File: src/verilog/tzfe_config.svh
`ifndef TZFE_CONFIG_SVH
`define TZFE_CONFIG_SVH

// tile grid starts, same on both axes
`define TZFE_TILE_ORIGIN0 15
`define TZFE_TILE_ORIGIN1 130
`define TZFE_TILE_ORIGIN2 245
`define TZFE_TILE_ORIGIN3 360

// tile edge length, both borders excluded
`define TZFE_TILE_SIZE 100

// pixels right of this column belong to the sidebar
`define TZFE_SIDEBAR_X 480

// digit cells in the sidebar
`define TZFE_DIGIT_X0 528
`define TZFE_DIGIT_X1 545
`define TZFE_DIGIT_X2 562
`define TZFE_DIGIT_X3 579
`define TZFE_DIGIT_W 16
`define TZFE_DIGIT_H 22

// row tops for the current score and the ranked table
`define TZFE_SCORE_ROW_Y 110
`define TZFE_TABLE_ROW_Y0 200
`define TZFE_TABLE_ROW_Y1 230
`define TZFE_TABLE_ROW_Y2 260

`define TZFE_SEG_T 3
`define TZFE_TABLE_DEPTH 3

`endif

File: src/verilog/vgaPkg.sv
package vgaPkg;

	typedef logic [9:0] coordT;
	typedef logic [3:0] chanT;

	// red in the top channel, blue in the bottom one
	typedef chanT [2:0] colourT;

	localparam colourT BLACK = 12'h000;
	localparam colourT MENU_COLOUR = 12'h248;
	localparam colourT OVER_COLOUR = 12'h733;
	localparam colourT WIN_COLOUR = 12'hEC3;

	// playfield behind the tiles
	localparam colourT BOARD_COLOUR = 12'hBAA;
	localparam colourT SIDEBAR_COLOUR = 12'hFEC;
	localparam colourT DIGIT_COLOUR = 12'h765;

endpackage

File: src/verilog/gamePkg.sv
package gamePkg;

	typedef logic [11:0] tileT;
	// tile k sits at bits 12k up to 12k+11
	typedef logic [16*$bits(tileT)-1:0] boardT;
	typedef logic [16:0] scoreT;
	typedef logic [3:0] digitT;

	// index 0 empty, index k for 2**k, last entry for anything else
	localparam vgaPkg::colourT TILE_COLOURS [13] = '{
		12'hCBB,
		12'hEED,
		12'hEEC,
		12'hFB7,
		12'hF96,
		12'hF76,
		12'hF53,
		12'hEC7,
		12'hEC6,
		12'hEC5,
		12'hEC3,
		12'hEC2,
		12'h333
	};

endpackage

File: src/verilog/boardRenderer.sv
`timescale 1ns/1ps
`include "tzfe_config.svh"

module boardRenderer (
	input vgaPkg::coordT drawX,
	input vgaPkg::coordT drawY,
	input gamePkg::boardT board,
	output logic tileHit,
	output vgaPkg::chanT tileRed,
	output vgaPkg::chanT tileGreen,
	output vgaPkg::chanT tileBlue
);
	import vgaPkg::*;
	import gamePkg::*;

	localparam coordT ORIGINS [4] = '{
		`TZFE_TILE_ORIGIN0,
		`TZFE_TILE_ORIGIN1,
		`TZFE_TILE_ORIGIN2,
		`TZFE_TILE_ORIGIN3
	};
	localparam logic [3:0] OTHER_IDX = 4'd12;

	logic colHit;
	logic rowHit;
	logic [1:0] col;
	logic [1:0] row;
	logic [3:0] tileIdx;
	tileT tileVal;
	logic [3:0] colourIdx;
	colourT tileColour;

	// column from X and row from Y, gaps leave the hit flag low
	always_comb begin
		colHit = 1'b0;
		rowHit = 1'b0;
		col = 2'd0;
		row = 2'd0;
		for (int i = 0; i < 4; i++) begin
			if (drawX > ORIGINS[i] && drawX < ORIGINS[i] + `TZFE_TILE_SIZE) begin
				colHit = 1'b1;
				col = 2'(i);
			end
			if (drawY > ORIGINS[i] && drawY < ORIGINS[i] + `TZFE_TILE_SIZE) begin
				rowHit = 1'b1;
				row = 2'(i);
			end
		end
	end

	// tiles are stored column by column
	assign tileIdx = {col, row};
	assign tileVal = board[tileIdx * $bits(tileT) +: $bits(tileT)];
	assign tileHit = colHit & rowHit;

	// exponent of the tile value picks the colour
	always_comb begin
		colourIdx = OTHER_IDX;
		if (tileVal == '0)
			colourIdx = 4'd0;
		for (int k = 1; k < 12; k++) begin
			if (tileVal == (tileT'(1) << k))
				colourIdx = 4'(k);
		end
	end

	assign tileColour = TILE_COLOURS[colourIdx];
	assign tileRed = tileColour[2];
	assign tileGreen = tileColour[1];
	assign tileBlue = tileColour[0];

endmodule

File: src/verilog/highScoreTable.sv
`timescale 1ns/1ps
`include "tzfe_config.svh"

module highScoreTable (
	input logic vga_clk,
	input logic rst,
	input logic saveScore,
	input gamePkg::scoreT score,
	output gamePkg::scoreT entry0,
	output gamePkg::scoreT entry1,
	output gamePkg::scoreT entry2
);
	import gamePkg::*;

	localparam int DEPTH = `TZFE_TABLE_DEPTH;

	scoreT entries [DEPTH];
	logic isNew;
	logic [$clog2(DEPTH+1)-1:0] slot;

	// zero and repeated scores are never stored
	always_comb begin
		isNew = (score != '0);
		slot = DEPTH[$clog2(DEPTH+1)-1:0];
		for (int i = 0; i < DEPTH; i++) begin
			if (entries[i] == score)
				isNew = 1'b0;
		end
		// walk upward so the highest smaller entry wins
		for (int i = DEPTH - 1; i >= 0; i--) begin
			if (score > entries[i])
				slot = i[$clog2(DEPTH+1)-1:0];
		end
	end

	always_ff @(posedge vga_clk) begin
		if (rst) begin
			entries <= '{default: '0};
		end else if (saveScore && isNew && slot < DEPTH) begin
			// shift everything below the slot, the last one falls off
			for (int i = 1; i < DEPTH; i++) begin
				if (i > slot)
					entries[i] <= entries[i-1];
			end
			entries[slot] <= score;
		end
	end

	assign entry0 = entries[0];
	assign entry1 = entries[1];
	assign entry2 = entries[2];

endmodule

File: src/verilog/scoreSidebar.sv
`timescale 1ns/1ps
`include "tzfe_config.svh"

module scoreSidebar (
	input logic vga_clk,
	input logic rst,
	input logic saveScore,
	input vgaPkg::coordT drawX,
	input vgaPkg::coordT drawY,
	input gamePkg::scoreT score,
	output vgaPkg::chanT sideRed,
	output vgaPkg::chanT sideGreen,
	output vgaPkg::chanT sideBlue
);
	import vgaPkg::*;
	import gamePkg::*;

	// current score first, then the ranked entries
	localparam coordT ROW_TOPS [4] = '{
		`TZFE_SCORE_ROW_Y,
		`TZFE_TABLE_ROW_Y0,
		`TZFE_TABLE_ROW_Y1,
		`TZFE_TABLE_ROW_Y2
	};
	localparam coordT COL_STARTS [4] = '{
		`TZFE_DIGIT_X0,
		`TZFE_DIGIT_X1,
		`TZFE_DIGIT_X2,
		`TZFE_DIGIT_X3
	};
	localparam int GLYPH_W = `TZFE_DIGIT_W - 1;
	localparam int GLYPH_H = `TZFE_DIGIT_H - 1;
	localparam int MID_V = (GLYPH_H - `TZFE_SEG_T) / 2;

	scoreT entry0;
	scoreT entry1;
	scoreT entry2;
	scoreT rowValues [4];
	logic rowHit;
	logic colHit;
	logic [1:0] rowSel;
	logic [1:0] colSel;
	scoreT rowValue;
	scoreT rem;
	digitT digits [4];
	digitT digit;
	logic [6:0] segs;
	coordT u;
	coordT v;
	logic top;
	logic mid;
	logic bot;
	logic upper;
	logic lower;
	logic left;
	logic right;
	logic lit;

	highScoreTable table0 (
		.vga_clk(vga_clk),
		.rst(rst),
		.saveScore(saveScore),
		.score(score),
		.entry0(entry0),
		.entry1(entry1),
		.entry2(entry2)
	);

	assign rowValues = '{score, entry0, entry1, entry2};

	// which digit cell the pixel falls in, borders excluded
	always_comb begin
		rowHit = 1'b0;
		colHit = 1'b0;
		rowSel = 2'd0;
		colSel = 2'd0;
		for (int i = 0; i < 4; i++) begin
			if (drawY > ROW_TOPS[i] && drawY < ROW_TOPS[i] + `TZFE_DIGIT_H) begin
				rowHit = 1'b1;
				rowSel = 2'(i);
			end
			if (drawX > COL_STARTS[i] && drawX < COL_STARTS[i] + `TZFE_DIGIT_W) begin
				colHit = 1'b1;
				colSel = 2'(i);
			end
		end
	end

	// one decimal split for whichever row is being drawn
	assign rowValue = rowValues[rowSel];
	assign rem = rowValue % 17'd10000;
	assign digits[0] = digitT'(rem / 17'd1000);
	assign digits[1] = digitT'((rem / 17'd100) % 17'd10);
	assign digits[2] = digitT'((rem / 17'd10) % 17'd10);
	assign digits[3] = digitT'(rem % 17'd10);
	assign digit = digits[colSel];

	// segments in a b c d e f g order
	always_comb begin
		case (digit)
			4'd0: segs = 7'b1111110;
			4'd1: segs = 7'b0110000;
			4'd2: segs = 7'b1101101;
			4'd3: segs = 7'b1111001;
			4'd4: segs = 7'b0110011;
			4'd5: segs = 7'b1011011;
			4'd6: segs = 7'b1011111;
			4'd7: segs = 7'b1110000;
			4'd8: segs = 7'b1111111;
			4'd9: segs = 7'b1111011;
			default: segs = 7'b0000000;
		endcase
	end

	// glyph-local position
	assign u = drawX - COL_STARTS[colSel] - 10'd1;
	assign v = drawY - ROW_TOPS[rowSel] - 10'd1;

	assign top = v < `TZFE_SEG_T;
	assign mid = v >= MID_V && v < MID_V + `TZFE_SEG_T;
	assign bot = v >= GLYPH_H - `TZFE_SEG_T;
	assign upper = v < MID_V + `TZFE_SEG_T;
	assign lower = v >= MID_V;
	assign left = u < `TZFE_SEG_T;
	assign right = u >= GLYPH_W - `TZFE_SEG_T;

	assign lit = rowHit && colHit && (
		(segs[6] && top) ||
		(segs[5] && right && upper) ||
		(segs[4] && right && lower) ||
		(segs[3] && bot) ||
		(segs[2] && left && lower) ||
		(segs[1] && left && upper) ||
		(segs[0] && mid));

	assign {sideRed, sideGreen, sideBlue} = lit ? DIGIT_COLOUR : SIDEBAR_COLOUR;

endmodule

File: src/verilog/pixelMux.sv
`timescale 1ns/1ps
`include "tzfe_config.svh"

module pixelMux (
	input logic vga_clk,
	input logic rst,
	input logic blank,
	input logic menu,
	input logic checkOver,
	input logic checkWin,
	input vgaPkg::coordT drawX,
	input logic tileHit,
	input vgaPkg::chanT tileRed,
	input vgaPkg::chanT tileGreen,
	input vgaPkg::chanT tileBlue,
	input vgaPkg::chanT sideRed,
	input vgaPkg::chanT sideGreen,
	input vgaPkg::chanT sideBlue,
	output vgaPkg::chanT red,
	output vgaPkg::chanT green,
	output vgaPkg::chanT blue
);
	import vgaPkg::*;

	// full-screen states override the board, blanking overrides all
	always_ff @(posedge vga_clk) begin
		if (rst)
			{red, green, blue} <= BLACK;
		else if (!blank)
			{red, green, blue} <= BLACK;
		else if (menu)
			{red, green, blue} <= MENU_COLOUR;
		else if (checkOver)
			{red, green, blue} <= OVER_COLOUR;
		else if (checkWin)
			{red, green, blue} <= WIN_COLOUR;
		else if (tileHit)
			{red, green, blue} <= {tileRed, tileGreen, tileBlue};
		else if (drawX > `TZFE_SIDEBAR_X)
			{red, green, blue} <= {sideRed, sideGreen, sideBlue};
		else
			{red, green, blue} <= BOARD_COLOUR;
	end

endmodule

File: src/verilog/tzfeDisplay.sv
`timescale 1ns/1ps

module tzfeDisplay (
	input logic vga_clk,
	input logic rst,
	input logic start,
	input logic menu,
	input logic checkOver,
	input logic checkWin,
	input logic blank,
	input vgaPkg::coordT drawX,
	input vgaPkg::coordT drawY,
	input gamePkg::boardT board,
	input gamePkg::scoreT score,
	output vgaPkg::chanT red,
	output vgaPkg::chanT green,
	output vgaPkg::chanT blue
);
	import vgaPkg::*;

	logic saveScore;
	logic tileHit;
	chanT tileRed;
	chanT tileGreen;
	chanT tileBlue;
	chanT sideRed;
	chanT sideGreen;
	chanT sideBlue;

	// the table records while a game starts or ends
	assign saveScore = start | checkOver | checkWin;

	boardRenderer board0 (
		.drawX(drawX),
		.drawY(drawY),
		.board(board),
		.tileHit(tileHit),
		.tileRed(tileRed),
		.tileGreen(tileGreen),
		.tileBlue(tileBlue)
	);

	scoreSidebar sidebar0 (
		.vga_clk(vga_clk),
		.rst(rst),
		.saveScore(saveScore),
		.drawX(drawX),
		.drawY(drawY),
		.score(score),
		.sideRed(sideRed),
		.sideGreen(sideGreen),
		.sideBlue(sideBlue)
	);

	pixelMux mux0 (
		.vga_clk(vga_clk),
		.rst(rst),
		.blank(blank),
		.menu(menu),
		.checkOver(checkOver),
		.checkWin(checkWin),
		.drawX(drawX),
		.tileHit(tileHit),
		.tileRed(tileRed),
		.tileGreen(tileGreen),
		.tileBlue(tileBlue),
		.sideRed(sideRed),
		.sideGreen(sideGreen),
		.sideBlue(sideBlue),
		.red(red),
		.green(green),
		.blue(blue)
	);

endmodule

File: config.mk
export PLATFORM = sky130hd
export DESIGN_NAME = tzfeDisplay
export DESIGN_NICKNAME = d
export VERILOG_FILES = /design/src/verilog/vgaPkg.sv /design/src/verilog/gamePkg.sv /design/src/verilog/boardRenderer.sv /design/src/verilog/highScoreTable.sv /design/src/verilog/scoreSidebar.sv /design/src/verilog/pixelMux.sv /design/src/verilog/tzfeDisplay.sv
export VERILOG_INCLUDE_DIRS = /design/src /design/src/verilog
export SDC_FILE = /design/constraint.sdc
export NUM_CORES = 1
export LEC_CHECK = 0
export ABC_AREA = 0
export BUFFER_PORTS_ARGS = -buffer_cell sky130_fd_sc_hd__buf_2
export CORE_MARGIN = 3
export CORE_UTILIZATION = 59
export CTS_CLUSTER_SIZE = 10
export DETAILED_ROUTE_END_ITERATION = 16
export HOLD_SLACK_MARGIN = 0.15
export PLACE_DENSITY = 0.89
export SETUP_SLACK_MARGIN = 0.3
export SYNTH_ARGS = -nofsm -noshare
export SYNTH_HDL_FRONTEND = slang
export SYNTH_SLANG_ARGS = --single-unit
export TNS_END_PERCENT = 20
File: constraint.sdc
create_clock -name vga_clk -period 15.2 [get_ports vga_clk]
set_input_delay 1.52 -clock vga_clk [delete_from_list [all_inputs] [get_ports vga_clk]]
set_output_delay 1.52 -clock vga_clk [all_outputs]
set_load 0.005 [all_outputs]
# After elaboration in Yosys (flattened, before gate mapping)
# Memory sizes are Yosys's and may differ from the RTL's.
# Cells that the tools add are included.
# op_classes
addsub	4
mul	1
n_div	7
magnitude_cmp	50
n_eq_ne	14
shifts	1
mux	85
n_bitwise	8
n_reduce_logical	45
# op_table
cell	count
$shiftx 192x9->12	1
$mux 17	9
$mux 4	25
$gt 10x8->1 const B	6
$bwmux 51	1
$eq 17x17->1	3
$gt 17x17->1	3
$mod 17x4->17 const B	3
$lt 10x8->1 const B	5
$lt 10x9->1 const B	5
$bmux 10 s2	2
$gt 10x10->1 const B	4
$gt 10x9->1 const B	4
$lt 10x10->1 const B	4
$mux 10	4
$mux 12	3
$bmux 17 s2	1
$demux 17 s2	1
$logic_and 1x1->1	33
$mux 1	24
$mux 2	11
$ge 10x4->1 const B	2
$gt 10x4->1 const B	2
$lt 10x2->1 const B	2
42 further kinds	57
# totals
ff_bits	63
mem_bits_ro	304
in_bits	236
n_memories	2
# mem_list
memory	depth	width	rd	rd_ports_with_merged_regs	wr	line_no	source
(no name shown)	16	12	1	0	0	boardRenderer.sv:67	assign tileColour = TILE_COLOURS[colourIdx];
(no name shown)	16	7	1	0	0	scoreSidebar.sv:100	case (digit)

# Longest topological paths before layout
# An unclocked memory read counts as a cell.
# depth
depth_word	31
depth_mapped	58

# Cells and area by module
# From an unflattened synthesis, not the netlist that was laid out.
# unflattened
hier_cells	2075
area_unflattened_um2	14893.0
# modules_own_cells
module	instances	cells_each	area_per_inst_um2
scoreSidebar	1	1145	7772.5
highScoreTable	1	436	3632.2
boardRenderer	1	422	2874.0
pixelMux	1	71	608.1
tzfeDisplay	1	1	6.3

# Worst setup path before layout
# OpenSTA, ideal clock, no wires.
# synth_path
path_kind	input port to flip-flop
startpoint	in drawY[1]
endpoint	reg mux0.blue[0]
t_arrival_ns	13.264
setup_slack_ns	1.866
stages	49
cell_sequence	buf_4 and4_1 or4_1 buf_4 buf_4 o221a_2 o41ai_1 a21oi_1 o2bb2ai_1 a31oi_1 or3_1 clkbuf_1 a311oi_1 a211oi_2 o21ai_2 mux2_4 a2111oi_2 o21ai_1 [... 13 more ...] xnor2_1 inv_1 ha_1 o311ai_1 and3_1 nor2_1 ha_1 a2111oi_1 o22ai_1 xnor2_1 a221o_1 ha_1 nor2b_1 or3_1 a31o_1 a221o_1 a21o_1 a21oi_1
# synth_between
elab_chain_len	30
# synth_rtl
item	line_no	source
from (decl)	tzfeDisplay.sv:12	input vgaPkg::coordT drawY,
$gt 10x8->1 or $lt 10x8->1 (tied branches)	n/a	
$logic_and 1x1->1 (no line)	n/a	
$mux 1	scoreSidebar.sv:78	if (drawY > ROW_TOPS[i] && drawY < ROW_TOPS[i] + `TZFE_DIGIT_H) begin
$mux 2 (2 in series)	scoreSidebar.sv:78	
$not 2->3 (implied by the code)	scoreSidebar.sv:90, scoreSidebar.sv:117	
$bmux 17 s2	scoreSidebar.sv:90	assign rowValue = rowValues[rowSel];
$mux 17 (implied by the code) (2 in series)	scoreSidebar.sv:90	
$mod 17x14->17	scoreSidebar.sv:91	assign rem = rowValue % 17'd10000;
[... 12 more ...]	n/a	
$logic_or 1x1->1	scoreSidebar.sv:132	(segs[2] && left && lower) ||
$logic_or 1x1->1	scoreSidebar.sv:133	(segs[1] && left && upper) ||
$logic_and 1x1->1	scoreSidebar.sv:127	assign lit = rowHit && colHit && (
$mux 12	scoreSidebar.sv:136	assign {sideRed, sideGreen, sideBlue} = lit ? DIGIT_COLOUR : SIDEBAR_COLOUR;
$mux 4	pixelMux.sv:39	else if (drawX > `TZFE_SIDEBAR_X)
$mux 4 (*)	pixelMux.sv:37	else if (tileHit)
$mux 4 (*)	pixelMux.sv:35	else if (checkWin)
$mux 4 (*)	pixelMux.sv:33	else if (checkOver)
to (signal assigned)	pixelMux.sv:38	{red, green, blue} <= {tileRed, tileGreen, tileBlue};
to (signal assigned)	pixelMux.sv:40	{red, green, blue} <= {sideRed, sideGreen, sideBlue};
to (decl)	pixelMux.sv:21	output vgaPkg::chanT blue
# Every way passes the cells marked *; elsewhere a longest branch is shown, timed or not. The select of a mux whose other input is x is not followed.
# A chain may end at the register's enable or synchronous reset.

# Worst setup path in the final report
# layout_path
startpoint	in drawY[7]
endpoint	reg mux0.blue[0]
# The elaborated chain is that of the path after synthesis.

==> reports/qor.txt <==
First-pass GRT wire length: 79000 um
Die extent in y: 157 um
Synth Area per Inst: 6.92 um2
Syn nets: 2282
Vias in the first global route: 15540
R2r setup slk: 2.91 ns
Setup crit end: mux0.blue[0]$_SDFF_PP0_
Drt first pass iters: 6
Synth warnings: 0
Die width: 157 um
WL/cell: 21.0 um
Post-synth ARST share: 0%
CP endpoint kind: flop
Status: finished, final reports clean
Max Slew Vio Count: 0
Largest net degree at the start of global routing: 53
Setup TNS: 0 ns
Row count: 54
R2R Path Start: sidebar0.table0.entry0[7]$_SDFFE_PP0P_
Reg clk slew, reported paths: 0.06 ns
Max cap viols: 0
Placed inst area: 14900 um2
Max_slew headroom: 13.1%
CP max FO: 15
Vias per cell: 7.17
Final #Nets: 2460
Area of the multi-input gates: 11500 um2
Clk_lat worst skew: 0.34 ns
Distinct cells, synth: 129
Final WL: 50900 um
Overall global routing resource usage: 38.4%
GRT Residual Overflow: 0
# H-tree levels: 3
WP depth: 45
Num Clock Sinks: 63
TritonCTS buffer count: 9
Setup CP Type: in -> reg
Main synth FF type: dfxtp_1
TritonCTS clock tree: yes
Register area share after synthesis: 9.34%
FF-to-FF End: mux0.blue[0]$_SDFF_PP0_
Routed via count: 17326
Top delay family on crit path: compound AO/OA/AOI/OAI gates
Cell taking the most area after synthesis: dfxtp_1
Initial Util: 60.9%
Fin area: 15400 um2
Met2 Wirelength: 23300 um
Yosys reg bits: 63
Remaining antenna violation count: 0
PortBufs: 247
Crit-path slowest cell: or4_1
Hold path cells: 2
Startpoint types: primary input
Bufs and invs on worst path: 4
Fmax: 0.0697 GHz
Area Growth Syn to Fin: 14.2%
Final hold violations: 0
Post-DP HPWL: 38900 um
Ranking of synthesized cells by area: dfxtp_1, ha_1, nand2_1
WP data required: 15.47 ns
Worst Skew: 0.0122 ns
Share of cells above drive strength 1: 20.1%
Post-Route M1 WL: 19900 um
R2R depth: 41
Final setup viols: 0
Tmin final: 14.34 ns
Top Layer Used: met5
Number of enable flip-flop cells after synthesis: 0
Most frequent cells in the layout: buf_2, nand2_1, nor2_1
Worst Tran Pin Value: 1.30 ns
Area fraction of the dominant cell type after synthesis: 9.34%
Met3 WL: 5820 um
HP Start: sidebar0.table0.entry2[16]$_SDFFE_PP0P_
Hold/Removal Path Class: reg -> reg
Synth Cell Area: 13500 um2
Commonest non-fill, non-tap cell in the layout: buf_2
Clock Tree Root: clkbuf_16
I/O pin count: 248
Placed Cells: 2391
Antenna violations before repair: 4
Final period util: 94.4%
WP data arrival: 14.61 ns
RSZ-0062 raised after global routing: false
Final non-filler cell total: 2417
Core ar.: 22200 um2
Iter 0 DRT Violations: 2714
FF/Latch Area: 1260 um2
Fill cell count: 1884
CTS max path bufs: 2
Critical path origin: drawY[7]
Die area: 24700 um2
Synth Instances: 1952
Placer congestion estimate: 1.03
Max incr delay on CP: 0.58 ns
DRC: 0
CP most frequent cell: ha_1
==> synthesized netlist by cell type, types with 9 or more instances <==
master	n
o31ai_1	21
nand2b_1	13
mux2i_1	35
and2_1	19
nor2_1	172
nor3_1	50
nand4_1	26
buf_2	12
a211oi_1	56
dfxtp_1	63
nor2b_1	14
a21oi_1	113
or3_1	16
o22ai_1	59
buf_6	10
a211o_1	11
o21ai_0	72
xnor2_1	39
a311oi_1	50
and3_1	14
nor4_1	27
a221oi_1	10
a21boi_0	9
o221ai_1	13
o211ai_1	25
a31oi_1	61
o41ai_1	10
o21a_1	16
a22oi_1	25
nand3_1	65
buf_4	10
inv_1	89
a21o_1	39
nand2_1	235
ha_1	92
nor3b_1	9
clkbuf_1	93
o21bai_1	9
xor2_1	11
==> registers in the layout (all words and copies together), names as in the netlist <==
signal	count
mux0.green	4
sidebar0.table0.entry0	17
sidebar0.table0.entry1	17
mux0.blue	4
mux0.red	4
sidebar0.table0.entry2	17
==> area by class of cell <==
class / instances / share of cell area (%)
multi-input cells: 1664 / 74.7
inverters: 92 / 2.24
repair buffers: 300 / 10.6
diodes: 2 / 0.0325
flip-flops and latches: 63 / 8.18
clock inverters: 6 / 0.438
well taps: 280 / 2.27
clock buffers: 10 / 1.55
==> how the worst min path moves through the flow <==
stage                                         endpoint  slack, ns
2_1_floorplan  sidebar0.table0.entry1[12]$_SDFFE_PP0P_       0.48
3_3_place_gp   sidebar0.table0.entry2[16]$_SDFFE_PP0P_       0.49
3_5_place_dp   sidebar0.table0.entry2[16]$_SDFFE_PP0P_       0.50
4_1_cts        sidebar0.table0.entry2[16]$_SDFFE_PP0P_       0.50
5_1_grt        sidebar0.table0.entry2[16]$_SDFFE_PP0P_       0.52
6_report       sidebar0.table0.entry2[16]$_SDFFE_PP0P_       0.51
==> through the flow <==
step / util, % / setup slack [ns] / hold WS (ns)
6_report: 69.6 / 0.856 / 0.506
3_3_place_gp: 67.1 / 0.431 / 0.488
2_1_floorplan: - / 1.87 / 0.476
5_1_grt: 69.6 / 0.243 / 0.523
3_5_place_dp: 67.1 / -0.0880 / 0.496
4_1_cts: 68.5 / 0.339 / 0.504
==> cells by family after synthesis <==
logic type,synth area share (%)
AO/OA/AOI/OAI,41.9
XOR/XNOR,3.36
adder cells (fa/ha/maj),9.12
buffers and inverters,7.34
flip-flops,9.34
multiplexers,3.54
AND/OR/NAND/NOR,25.4
==> layer usage <==
| layer | track usage, % | vias up |
|---|---|---|
| met5 | 0 | - |
| met4 | 14.3 | 2 |
| met3 | 6.65 | 193 |
| met2 | 61.6 | 1199 |
| met1 | 51.6 | 7989 |
| li1 | - | 7943 |
==> what timing repair did <==
| item | CTS | global route |
|---|---|---|
| resized for setup | 2 | 33 |
| setup buffers | 0 | 8 |
| pin swaps | 0 | 6 |
| setup endpoints to repair | 1 | 4 |
| hold buffers | 0 | 0 |
==> tightest hold or removal path: cells and delay by family (launching register included) <==
family           cells  cell delay [ns]
AO/OA/AOI/OAI        1             0.05
flip-flops           1             0.31
AND/OR/NAND/NOR      1             0.10
Power is left out: the tool's default activity adds up to more than one toggle a clock period on the data nets, which glitch-free logic cannot reach.
